<file path="src/hw/side_ch_defs.svh">
// sizes and register map; fifo depth must be a power of two and at most 64 (count width is 7)
`ifndef SIDE_CH_DEFS_SVH
`define SIDE_CH_DEFS_SVH

// record fifo depth in 64-bit words
`define SIDE_CH_FIFO_DEPTH 64

// csi samples taken per record
`define SIDE_CH_CSI_WORDS 8

// timestamp word + header word + csi words
`define SIDE_CH_REC_WORDS (`SIDE_CH_CSI_WORDS + 2)

// register word addresses
`define SIDE_CH_REG_CTRL    0
`define SIDE_CH_REG_CFG     1
`define SIDE_CH_REG_NUM_SYM 2
`define SIDE_CH_REG_TRIG    3
`define SIDE_CH_REG_FC      5
`define SIDE_CH_REG_ADDR2   7
// read-only status
`define SIDE_CH_REG_COUNT   20
`define SIDE_CH_REG_DROP    21

`endif

</file>
<file path="src/hw/side_ch_pkg.sv">
// shared types; fifo_count_t is sized for a 64-word fifo and must grow with a deeper one
package side_ch_pkg;

    // 802.11 tsf timer
    typedef logic [63:0] tsf_t;
    // i in upper half, q in lower half
    typedef logic [31:0] csi_t;
    typedef logic [63:0] fifo_word_t;
    // occupancy 0..64, also used as fifo pointer with wrap bit
    typedef logic [6:0]  fifo_count_t;
    typedef logic [4:0]  reg_addr_t;
    typedef logic [31:0] reg_data_t;
    typedef logic [15:0] fc_t;
    typedef logic [31:0] mac_lo_t;

    // decoded header, valid with hdr_strobe only
    typedef struct packed {
        logic [7:0]  rate;
        logic [15:0] len;
        fc_t         fc;
        logic [47:0] addr2;
    } rx_hdr_t;

    // host configuration
    typedef struct packed {
        logic        fifo_clear;
        logic        capture_clear;
        // 0 automatic, 1 software trigger
        logic        start_mode;
        logic        match_fc_en;
        logic        match_addr2_en;
        fifo_count_t num_dma_symbol;
        fc_t         fc_target;
        mac_lo_t     addr2_target;
    } side_ch_cfg_t;

    typedef enum logic [1:0] {
        CAP_IDLE,
        CAP_TSF,
        CAP_HDR,
        CAP_CSI
    } cap_state_e;

endpackage

</file>
<file path="src/hw/side_ch.sv">
// single clock domain; register port has no wait states and reads are combinational
`timescale 1ns/1ps

module side_ch
(
    input  logic                     clk,
    input  logic                     rst_n,

    // from receiver
    input  side_ch_pkg::tsf_t        tsf_runtime_val,
    input  logic                     hdr_strobe,
    input  side_ch_pkg::rx_hdr_t     rx_hdr,
    input  side_ch_pkg::csi_t        csi,
    input  logic                     csi_valid,

    // host registers
    input  logic                     reg_wr,
    input  side_ch_pkg::reg_addr_t   reg_addr,
    input  side_ch_pkg::reg_data_t   reg_wdata,
    output side_ch_pkg::reg_data_t   reg_rdata,

    // axi-stream to host dma
    output logic                     m_axis_tvalid,
    output side_ch_pkg::fifo_word_t  m_axis_tdata,
    output logic                     m_axis_tlast,
    input  logic                     m_axis_tready
);

    side_ch_pkg::side_ch_cfg_t cfg;
    side_ch_pkg::fifo_count_t  fifo_count;
    side_ch_pkg::fifo_word_t   wr_data;
    logic                      trig;
    logic                      wr_en;
    logic                      drop;

    // config, trigger, status read-back
    side_ch_regs u_regs (
        .clk        (clk),
        .rst_n      (rst_n),
        .reg_wr     (reg_wr),
        .reg_addr   (reg_addr),
        .reg_wdata  (reg_wdata),
        .reg_rdata  (reg_rdata),
        .cfg        (cfg),
        .trig       (trig),
        .fifo_count (fifo_count),
        .drop       (drop)
    );

    // filter and record writer
    side_ch_control u_control (
        .clk             (clk),
        .rst_n           (rst_n),
        .cfg             (cfg),
        .tsf_runtime_val (tsf_runtime_val),
        .hdr_strobe      (hdr_strobe),
        .rx_hdr          (rx_hdr),
        .csi             (csi),
        .csi_valid       (csi_valid),
        .fifo_count      (fifo_count),
        .wr_en           (wr_en),
        .wr_data         (wr_data),
        .drop            (drop)
    );

    // record fifo and stream out
    side_ch_m_axis u_m_axis (
        .clk           (clk),
        .rst_n         (rst_n),
        .cfg           (cfg),
        .trig          (trig),
        .wr_en         (wr_en),
        .wr_data       (wr_data),
        .fifo_count    (fifo_count),
        .m_axis_tvalid (m_axis_tvalid),
        .m_axis_tdata  (m_axis_tdata),
        .m_axis_tlast  (m_axis_tlast),
        .m_axis_tready (m_axis_tready)
    );

endmodule

</file>
<file path="src/hw/side_ch_control.sv">
// csi_valid is taken from the second cycle after hdr_strobe; headers during a record are ignored
`timescale 1ns/1ps
`include "side_ch_defs.svh"

module side_ch_control
(
    input  logic                      clk,
    input  logic                      rst_n,
    input  side_ch_pkg::side_ch_cfg_t cfg,
    input  side_ch_pkg::tsf_t         tsf_runtime_val,
    input  logic                      hdr_strobe,
    input  side_ch_pkg::rx_hdr_t      rx_hdr,
    input  side_ch_pkg::csi_t         csi,
    input  logic                      csi_valid,
    input  side_ch_pkg::fifo_count_t  fifo_count,
    output logic                      wr_en,
    output side_ch_pkg::fifo_word_t   wr_data,
    output logic                      drop
);

    localparam int CNT_W = $clog2(`SIDE_CH_CSI_WORDS + 1);
    localparam logic [CNT_W-1:0] CSI_LAST = CNT_W'(`SIDE_CH_CSI_WORDS);

    side_ch_pkg::cap_state_e state;
    side_ch_pkg::fifo_word_t hdr_q;
    logic [CNT_W-1:0]        csi_cnt;
    logic                    fc_ok;
    logic                    addr2_ok;
    logic                    pass;
    logic [7:0]              need;
    logic                    fit;
    logic                    accept;

    // filter, disabled comparisons always pass
    assign fc_ok    = !cfg.match_fc_en || (rx_hdr.fc == cfg.fc_target);
    assign addr2_ok = !cfg.match_addr2_en || (rx_hdr.addr2[31:0] == cfg.addr2_target);
    assign pass     = fc_ok && addr2_ok;

    // room for a whole record, checked once at the header
    assign need   = {1'b0, fifo_count} + 8'(`SIDE_CH_REC_WORDS);
    assign fit    = need <= 8'(`SIDE_CH_FIFO_DEPTH);
    assign accept = (state == side_ch_pkg::CAP_IDLE) && hdr_strobe && pass;

    // header word is captured here, not at CAP_HDR
    always_ff @(posedge clk)
    begin
        if (accept && fit)
            hdr_q <= {rx_hdr.rate, rx_hdr.len, rx_hdr.fc, rx_hdr.addr2[23:0]};
    end

    always_ff @(posedge clk or negedge rst_n)
    begin
        if (!rst_n)
        begin
            state   <= side_ch_pkg::CAP_IDLE;
            csi_cnt <= '0;
            wr_en   <= 1'b0;
            wr_data <= '0;
            drop    <= 1'b0;
        end
        else if (cfg.capture_clear)
        begin
            // abort, partial record stays in fifo
            state   <= side_ch_pkg::CAP_IDLE;
            csi_cnt <= '0;
            wr_en   <= 1'b0;
            drop    <= 1'b0;
        end
        else
        begin
            drop <= accept && !fit;
            case (state)
                side_ch_pkg::CAP_IDLE:
                begin
                    wr_en   <= 1'b0;
                    csi_cnt <= '0;
                    if (accept && fit)
                    begin
                        // word 1 goes out next cycle
                        wr_en   <= 1'b1;
                        wr_data <= tsf_runtime_val;
                        state   <= side_ch_pkg::CAP_TSF;
                    end
                end
                side_ch_pkg::CAP_TSF:
                begin
                    // tsf on the bus now, header next
                    wr_en   <= 1'b1;
                    wr_data <= hdr_q;
                    state   <= side_ch_pkg::CAP_HDR;
                end
                side_ch_pkg::CAP_HDR,
                side_ch_pkg::CAP_CSI:
                begin
                    state <= side_ch_pkg::CAP_CSI;
                    if (csi_cnt == CSI_LAST)
                    begin
                        // last csi word leaves this cycle
                        wr_en <= 1'b0;
                        state <= side_ch_pkg::CAP_IDLE;
                    end
                    else if (csi_valid)
                    begin
                        wr_en   <= 1'b1;
                        wr_data <= {32'd0, csi};
                        csi_cnt <= csi_cnt + 1'b1;
                    end
                    else
                    begin
                        wr_en <= 1'b0;
                    end
                end
                default:
                begin
                    state <= side_ch_pkg::CAP_IDLE;
                    wr_en <= 1'b0;
                end
            endcase
        end
    end

    // every write belongs to an open record
    a_no_wr_idle: assert property (@(posedge clk) disable iff (!rst_n)
        wr_en |-> (state != side_ch_pkg::CAP_IDLE));

endmodule

</file>
<file path="src/hw/side_ch_m_axis.sv">
// fifo clear is a level and holds the fifo empty; num_dma_symbol of zero never starts a transfer
`timescale 1ns/1ps
`include "side_ch_defs.svh"

module side_ch_m_axis
(
    input  logic                      clk,
    input  logic                      rst_n,
    input  side_ch_pkg::side_ch_cfg_t cfg,
    input  logic                      trig,
    input  logic                      wr_en,
    input  side_ch_pkg::fifo_word_t   wr_data,
    output side_ch_pkg::fifo_count_t  fifo_count,
    output logic                      m_axis_tvalid,
    output side_ch_pkg::fifo_word_t   m_axis_tdata,
    output logic                      m_axis_tlast,
    input  logic                      m_axis_tready
);

    localparam int AW = $clog2(`SIDE_CH_FIFO_DEPTH);

    side_ch_pkg::fifo_word_t  mem [`SIDE_CH_FIFO_DEPTH];
    // pointers carry one wrap bit above the index
    side_ch_pkg::fifo_count_t wr_ptr;
    side_ch_pkg::fifo_count_t rd_ptr;
    side_ch_pkg::fifo_count_t sent;
    side_ch_pkg::fifo_count_t len_q;
    logic                     trig_pend;
    logic                     full;
    logic                     wr_ok;
    logic                     start;
    logic                     beat;

    assign fifo_count = wr_ptr - rd_ptr;
    assign full       = fifo_count == side_ch_pkg::fifo_count_t'(`SIDE_CH_FIFO_DEPTH);
    assign wr_ok      = wr_en && !full && !cfg.fifo_clear;

    // fwft, head word always on tdata
    assign m_axis_tdata = mem[rd_ptr[AW-1:0]];
    assign m_axis_tlast = m_axis_tvalid && (sent == len_q - 1'b1);
    assign beat         = m_axis_tvalid && m_axis_tready;

    // auto mode starts on level, trigger mode needs a trig seen now or earlier
    assign start = !m_axis_tvalid && (cfg.num_dma_symbol != '0)
                   && (fifo_count >= cfg.num_dma_symbol)
                   && (!cfg.start_mode || trig || trig_pend);

    // storage only
    always_ff @(posedge clk)
    begin
        if (wr_ok)
            mem[wr_ptr[AW-1:0]] <= wr_data;
    end

    always_ff @(posedge clk or negedge rst_n)
    begin
        if (!rst_n)
        begin
            wr_ptr        <= '0;
            rd_ptr        <= '0;
            sent          <= '0;
            len_q         <= '0;
            trig_pend     <= 1'b0;
            m_axis_tvalid <= 1'b0;
        end
        else if (cfg.fifo_clear)
        begin
            // drop stored words and any transfer in flight
            wr_ptr        <= '0;
            rd_ptr        <= '0;
            sent          <= '0;
            trig_pend     <= 1'b0;
            m_axis_tvalid <= 1'b0;
        end
        else
        begin
            if (wr_ok)
                wr_ptr <= wr_ptr + 1'b1;

            if (start)
            begin
                // length latched so a mid-transfer write can't move tlast
                m_axis_tvalid <= 1'b1;
                len_q         <= cfg.num_dma_symbol;
                sent          <= '0;
            end
            else if (beat)
            begin
                rd_ptr <= rd_ptr + 1'b1;
                if (m_axis_tlast)
                begin
                    m_axis_tvalid <= 1'b0;
                    sent          <= '0;
                end
                else
                begin
                    sent <= sent + 1'b1;
                end
            end

            // trig armed until a transfer consumes it
            if (start)
                trig_pend <= 1'b0;
            else if (trig && cfg.start_mode)
                trig_pend <= 1'b1;
        end
    end

    // capture side must have checked for room
    a_no_wr_full: assert property (@(posedge clk) disable iff (!rst_n)
        wr_en && !cfg.fifo_clear |-> !full);

    // axi-stream hold rule under back-pressure
    a_tdata_hold: assert property (@(posedge clk) disable iff (!rst_n)
        m_axis_tvalid && !m_axis_tready && !cfg.fifo_clear
        |=> m_axis_tvalid && $stable(m_axis_tdata));

endmodule

</file>
<file path="src/hw/side_ch_regs.sv">
// clear bits in ctrl are levels and stay active until written back to zero; drop count clears on write
`timescale 1ns/1ps
`include "side_ch_defs.svh"

module side_ch_regs
(
    input  logic                     clk,
    input  logic                     rst_n,
    input  logic                     reg_wr,
    input  side_ch_pkg::reg_addr_t   reg_addr,
    input  side_ch_pkg::reg_data_t   reg_wdata,
    output side_ch_pkg::reg_data_t   reg_rdata,
    output side_ch_pkg::side_ch_cfg_t cfg,
    output logic                     trig,
    input  side_ch_pkg::fifo_count_t fifo_count,
    input  logic                     drop
);

    localparam side_ch_pkg::reg_addr_t ADDR_CTRL    = `SIDE_CH_REG_CTRL;
    localparam side_ch_pkg::reg_addr_t ADDR_CFG     = `SIDE_CH_REG_CFG;
    localparam side_ch_pkg::reg_addr_t ADDR_NUM_SYM = `SIDE_CH_REG_NUM_SYM;
    localparam side_ch_pkg::reg_addr_t ADDR_TRIG    = `SIDE_CH_REG_TRIG;
    localparam side_ch_pkg::reg_addr_t ADDR_FC      = `SIDE_CH_REG_FC;
    localparam side_ch_pkg::reg_addr_t ADDR_ADDR2   = `SIDE_CH_REG_ADDR2;
    localparam side_ch_pkg::reg_addr_t ADDR_COUNT   = `SIDE_CH_REG_COUNT;
    localparam side_ch_pkg::reg_addr_t ADDR_DROP    = `SIDE_CH_REG_DROP;

    side_ch_pkg::side_ch_cfg_t cfg_q;
    logic [15:0]               drop_cnt;

    // write side, fields stored straight into the cfg struct
    always_ff @(posedge clk or negedge rst_n)
    begin
        if (!rst_n)
        begin
            cfg_q    <= '0;
            trig     <= 1'b0;
            drop_cnt <= '0;
        end
        else
        begin
            // one-cycle pulse per write to trig address, data ignored
            trig <= reg_wr && (reg_addr == ADDR_TRIG);
            if (reg_wr)
            begin
                case (reg_addr)
                    // bit0 fifo clear, bit2 capture clear
                    ADDR_CTRL:
                    begin
                        cfg_q.fifo_clear    <= reg_wdata[0];
                        cfg_q.capture_clear <= reg_wdata[2];
                    end
                    // bit0 start mode, bits 12/13 filter enables
                    ADDR_CFG:
                    begin
                        cfg_q.start_mode     <= reg_wdata[0];
                        cfg_q.match_fc_en    <= reg_wdata[12];
                        cfg_q.match_addr2_en <= reg_wdata[13];
                    end
                    ADDR_NUM_SYM: cfg_q.num_dma_symbol <= reg_wdata[6:0];
                    ADDR_FC:      cfg_q.fc_target      <= reg_wdata[15:0];
                    ADDR_ADDR2:   cfg_q.addr2_target   <= reg_wdata;
                    default:
                    begin
                    end
                endcase
            end
            // drop counter, write clears, otherwise saturate at all ones
            if (reg_wr && (reg_addr == ADDR_DROP))
                drop_cnt <= '0;
            else if (drop && (drop_cnt != 16'hffff))
                drop_cnt <= drop_cnt + 16'd1;
        end
    end

    assign cfg = cfg_q;

    // combinational read-back
    always_comb
    begin
        case (reg_addr)
            ADDR_CTRL:    reg_rdata = {29'd0, cfg_q.capture_clear, 1'b0, cfg_q.fifo_clear};
            ADDR_CFG:     reg_rdata = {18'd0, cfg_q.match_addr2_en, cfg_q.match_fc_en,
                                       11'd0, cfg_q.start_mode};
            ADDR_NUM_SYM: reg_rdata = {25'd0, cfg_q.num_dma_symbol};
            ADDR_FC:      reg_rdata = {16'd0, cfg_q.fc_target};
            ADDR_ADDR2:   reg_rdata = cfg_q.addr2_target;
            ADDR_COUNT:   reg_rdata = {25'd0, fifo_count};
            ADDR_DROP:    reg_rdata = {16'd0, drop_cnt};
            // trig and unmapped read zero
            default:      reg_rdata = '0;
        endcase
    end

    // trig is a single-cycle pulse, host leaves a cycle between trig writes
    a_trig_single: assert property (@(posedge clk) disable iff (!rst_n)
        trig |=> !trig);

endmodule

</file>
<file path="config.mk">
export PLATFORM = sky130hd
export DESIGN_NAME = side_ch
export DESIGN_NICKNAME = d
export VERILOG_FILES = /design/src/hw/side_ch_pkg.sv /design/src/hw/side_ch.sv /design/src/hw/side_ch_control.sv /design/src/hw/side_ch_m_axis.sv /design/src/hw/side_ch_regs.sv
export VERILOG_INCLUDE_DIRS = /design/src /design/src/hw
export SDC_FILE = /design/constraint.sdc
export NUM_CORES = 2
export LEC_CHECK = 0
export ABC_CLOCK_PERIOD_IN_PS = 15200
export BUFFER_PORTS_ARGS = -buffer_cell sky130_fd_sc_hd__buf_2
export CAP_MARGIN = 15
export CORE_MARGIN = 4
export CORE_UTILIZATION = 50
export CTS_BUF_LIST = sky130_fd_sc_hd__clkbuf_8 sky130_fd_sc_hd__clkbuf_16
export CTS_CLUSTER_SIZE = 40
export DETAILED_ROUTE_END_ITERATION = 8
export GPL_ROUTABILITY_DRIVEN = 0
export PLACE_DENSITY = 0.66
export SYNTH_ARGS = -nofsm -noshare
export SYNTH_HDL_FRONTEND = slang
export SYNTH_HIERARCHICAL = 1
export SYNTH_SLANG_ARGS = --single-unit
</file>
<file path="constraint.sdc">
create_clock -name clk -period 15.2 [get_ports clk]
set_input_delay 0 -clock clk [delete_from_list [all_inputs] [get_ports clk]]
set_output_delay 0 -clock clk [all_outputs]
set_load 0.02 [all_outputs]
</file>
==> run summary <==
delay of the slowest cell on the worst path -> 0.94 ns
filler cell count in the final layout -> 23,680
clock sink count -> 4,339
number of endpoints failing setup at the final stage -> 0
class of the tightest hold or removal check -> in -> reg
Reg2Reg Depth -> 14
unrepaired setup endpoints after global routing -> false
most used standard cells in the synthesized netlist -> sky130_fd_sc_hd__edfxtp_1 (4,160), sky130_fd_sc_hd__mux4_2 (1,091), sky130_fd_sc_hd__nand2_1 (578)
transition time at the pin with the least slew margin -> 1.249 ns
Req. time, crit path -> 15.20 ns
clock root buffer -> sky130_fd_sc_hd__clkbuf_16
CP arrival -> 7.25 ns
footprint of the multi-input gates -> 37,100 µm²
final-report hold violation count -> 0
Netlist Area Pre-Place -> 168,200 µm²
fin crit share -> 0.4769
Worst setup EP type -> primary output
first-pass detailed-route iteration total -> 9
number of buffers on the longest clock path -> 4
cell count after placement -> 12,410
peak supply drop -> 0.1738 mV
clock buffers created by TritonCTS -> 429
GRT Residual Overflow -> 0
share of final-layout standard cells stronger than drive strength 1 -> 0.2767
most instantiated library cell after synthesis -> sky130_fd_sc_hd__edfxtp_1
initial antenna violation count -> 26
CTS tree -> built
dominant cells by area after synthesis -> sky130_fd_sc_hd__edfxtp_1 (74%), sky130_fd_sc_hd__mux4_2 (15%), sky130_fd_sc_hd__dfrtp_1 (2.7%), sky130_fd_sc_hd__nand2_1 (1.3%), sky130_fd_sc_hd__mux2i_1 (1.2%)
clock insertion delay at the later pin of the skew report -> 0.99 ns
row count -> 212
reg2reg end -> u_control/wr_data[30]$_DFFE_PN0P_
final layout net count -> 9,105
port buffer count -> 308
Synth Area per Inst -> 21.38 µm²
post-synthesis sequential element count -> 4,339
total core area -> 334,200 µm²
post-detailed-route via-to-cell ratio -> 6.468
effective utilization at floorplan -> 0.5033
height of the die -> 588 µm
DR WL/cell -> 34.61 µm
largest net degree at the start of global routing -> 140
count of mapped cells out of synthesis -> 7,867
post-detailed-placement half-perimeter wirelength -> 250,500 µm
CTS Hold Bufs -> 387
fraction of the yosys area taken by sequential cells -> 0.7693
sequence of cells on the critical path -> buf_4 > buf_4 > buf_4 > buf_4 > mux4_2 > mux4_2 > a221o_1 > buf_2
depth of the CTS H-tree -> 5
vias after detailed routing -> 88,100
setup TNS after final layout -> 0 ns
largest fanout on the critical path -> 43
Routed Antenna Nets -> 0
total detailed-routing wirelength -> 471,500 µm
Area growth syn-to-layout -> 15.54%
number of distinct library cell variants in the gate-level netlist after synthesis -> 75
total global-route track usage -> 0.2709
startpoint of the worst-slack reg-to-reg timing path -> u_m_axis/rd_ptr[1]$_DFFE_PN0P_
Power Density -> 183.0 nW/µm²
clock-pin transition on the worst setup and hold timing paths -> 0.06 ns
status -> completed
Worst Setup Path Type -> reg -> out
die width -> 588 µm
depth of the worst hold-timing path -> 4
wire length of the first global-routing pass -> 667,400 µm
slowest cell on the critical path -> sky130_fd_sc_hd__dfrtp_4
number of buffers inserted by post-CTS setup repair -> 0
Final Instance Count excl. Fillers -> 13,620
iteration-0 DRC count of the detailed router -> 12,890
CP startpoint -> u_m_axis/rd_ptr[0]$_DFFE_PN0P_
yosys synthesis warning count -> 6
setup slack on the worst flop-to-flop path -> 8.68 ns
largest area contributor in the synthesized netlist -> sky130_fd_sc_hd__edfxtp_1
worst min-delay path endpoint -> u_control/wr_data[19]$_DFFE_PN0P_
total count of max-transition violations in the final report -> 0
most repeated library cell on the critical path -> sky130_fd_sc_hd__buf_4
area share of the leading cell type in the synthesized netlist -> 0.7427
number of max-cap violations -> 0
headroom to the max-slew limit -> 0.1674
async set or reset register ratio after synthesis -> 0.04125
number of global-route vias before repair -> 88,860
die area -> 345,700 µm²
clock skew after layout -> 0.06308 ns
launch instance of the worst min-delay path -> tsf_runtime_val[19]
Resize count post-CTS -> 0
dominant synthesized flop cell -> sky130_fd_sc_hd__edfxtp_1
DRC errors left -> 0
EDFF count, synth -> 4,160
Highest Clock Rate -> 138.0 MHz
leakage power -> 64.18 nW
sequential cell area in the final layout -> 129,500 µm²
launching element type of the critical path -> register
IO Count -> 325
Mapped Nets -> 8,116
final worst path period need -> 7.248 ns
## logic make-up (layout without fill, tap and decap cells)
logic type | Yosys count | count (layout) | synth area share
mux | 1386 | 1386 | 0.1647
buf+inv | 481 | 1837 | 0.01253
flops | 4339 | 4339 | 0.7693
xor+xnor | 71 | 71 | 0.003779
fa+ha+maj | 22 | 22 | 0.001681
compound gates | 454 | 454 | 0.01865
simple gates | 1114 | 1114 | 0.02937
other cells | 0 | 11 | 0
## worst max-delay path: cells and delay by family, from the launching register on
kind                   cells  cell delay (ns)
AOI/OAI and AO/OA          1             0.49
buffers and inverters      5             3.35
DFF                        1             0.94
muxes                      2             1.16
## worst max path at each step
stage,to,slack (ns),cells past startpoint
floorplan,u_m_axis/mem[0][0]$_DFFE_PP_,7.21,15
global route,m_axis_tdata[54],7.32,8
finish,m_axis_tdata[42],7.95,8
detailed placement,m_axis_tdata[54],8.70,8
CTS,m_axis_tdata[54],7.64,8
global placement,m_axis_tdata[54],8.72,8
## stage by stage
step / instance area, µm² / hold slack [ns] / utilization / power, mW / setup WS (ns)
after global placement: 176100 / 0.02681 / 0.5269 / 24.79 / 8.716
after CTS: 194000 / 0.0008824 / 0.5804 / 35.62 / 7.635
after global routing: 194300 / 0.04676 / 0.5815 / 36.92 / 7.322
final: 194300 / 0.07567 / 0.5815 / 35.56 / 7.952
after detailed placement: 176100 / 0.03739 / 0.5269 / 25.02 / 8.698
after floorplan: 168200 / -0.2956 / - / 21.95 / 7.210
## registers in the layout (all words and copies together) (netlist names), 2 cells and up
register / count
u_control/csi_cnt: 4
u_control/hdr_q: 64
u_control/state: 2
u_control/wr_data: 64
u_m_axis/len_q: 7
u_m_axis/mem: 4096
u_m_axis/rd_ptr: 7
u_m_axis/sent: 7
u_m_axis/wr_ptr: 7
u_regs/cfg: 60
u_regs/drop_cnt: 16
## power by group
group	internal [mW]	total [mW]	switching [mW]	leakage [nW]
logic	3.81	9.52	5.70	16.9
clock network	5.98	10.5	4.53	7.14
registers	15.1	15.5	0.471	40.1
total	24.9	35.6	10.7	64.2
## cell usage in the layout, fill, tap and decap left out, types with 32 or more instances in the layout
cell	netlist	layout
sky130_fd_sc_hd__xor2_1	54	54
sky130_fd_sc_hd__mux2_2	85	85
sky130_fd_sc_hd__o22ai_1	94	94
sky130_fd_sc_hd__nand3_1	112	112
sky130_fd_sc_hd__and3_1	75	75
sky130_fd_sc_hd__bufinv_16	0	46
sky130_fd_sc_hd__dfrtp_1	179	143
sky130_fd_sc_hd__a21oi_1	58	57
sky130_fd_sc_hd__clkbuf_16	0	432
sky130_fd_sc_hd__inv_1	37	104
sky130_fd_sc_hd__buf_2	139	307
sky130_fd_sc_hd__clkinv_2	0	91
sky130_fd_sc_hd__clkinv_1	1	110
sky130_fd_sc_hd__edfxtp_1	4160	4160
sky130_fd_sc_hd__a31oi_1	70	70
sky130_fd_sc_hd__a221o_1	32	32
sky130_fd_sc_hd__o21ai_0	77	77
sky130_fd_sc_hd__o2bb2ai_1	32	32
sky130_fd_sc_hd__a32oi_1	34	34
sky130_fd_sc_hd__nor2_1	159	154
sky130_fd_sc_hd__mux2i_1	196	196
sky130_fd_sc_hd__mux4_2	1091	1091
sky130_fd_sc_hd__nand2_1	578	574
sky130_fd_sc_hd__nor3_2	0	64
sky130_fd_sc_hd__dlygate4sd3_1	0	386
sky130_fd_sc_hd__buf_4	8	282
## cell type report
cell class                 count  area share
antenna                       11   0.0001416
clock buffer                 437     0.05598
clock inverter               361     0.01617
inverter                      39   0.0008691
multi-input combinational   3047      0.1909
sequential                  4339      0.6661
tap                         4387     0.02824
timing repair buffer        1000     0.04158
## layer usage
metal,up-vias,wire length [µm],track usage
li1,34760,-,-
met3,918,51940,0.05100
met4,2,18780,0.09228
met2,5540,223200,0.4263
met1,46880,177500,0.3864
met5,-,13,0
Power figures use the tool's default switching activity.
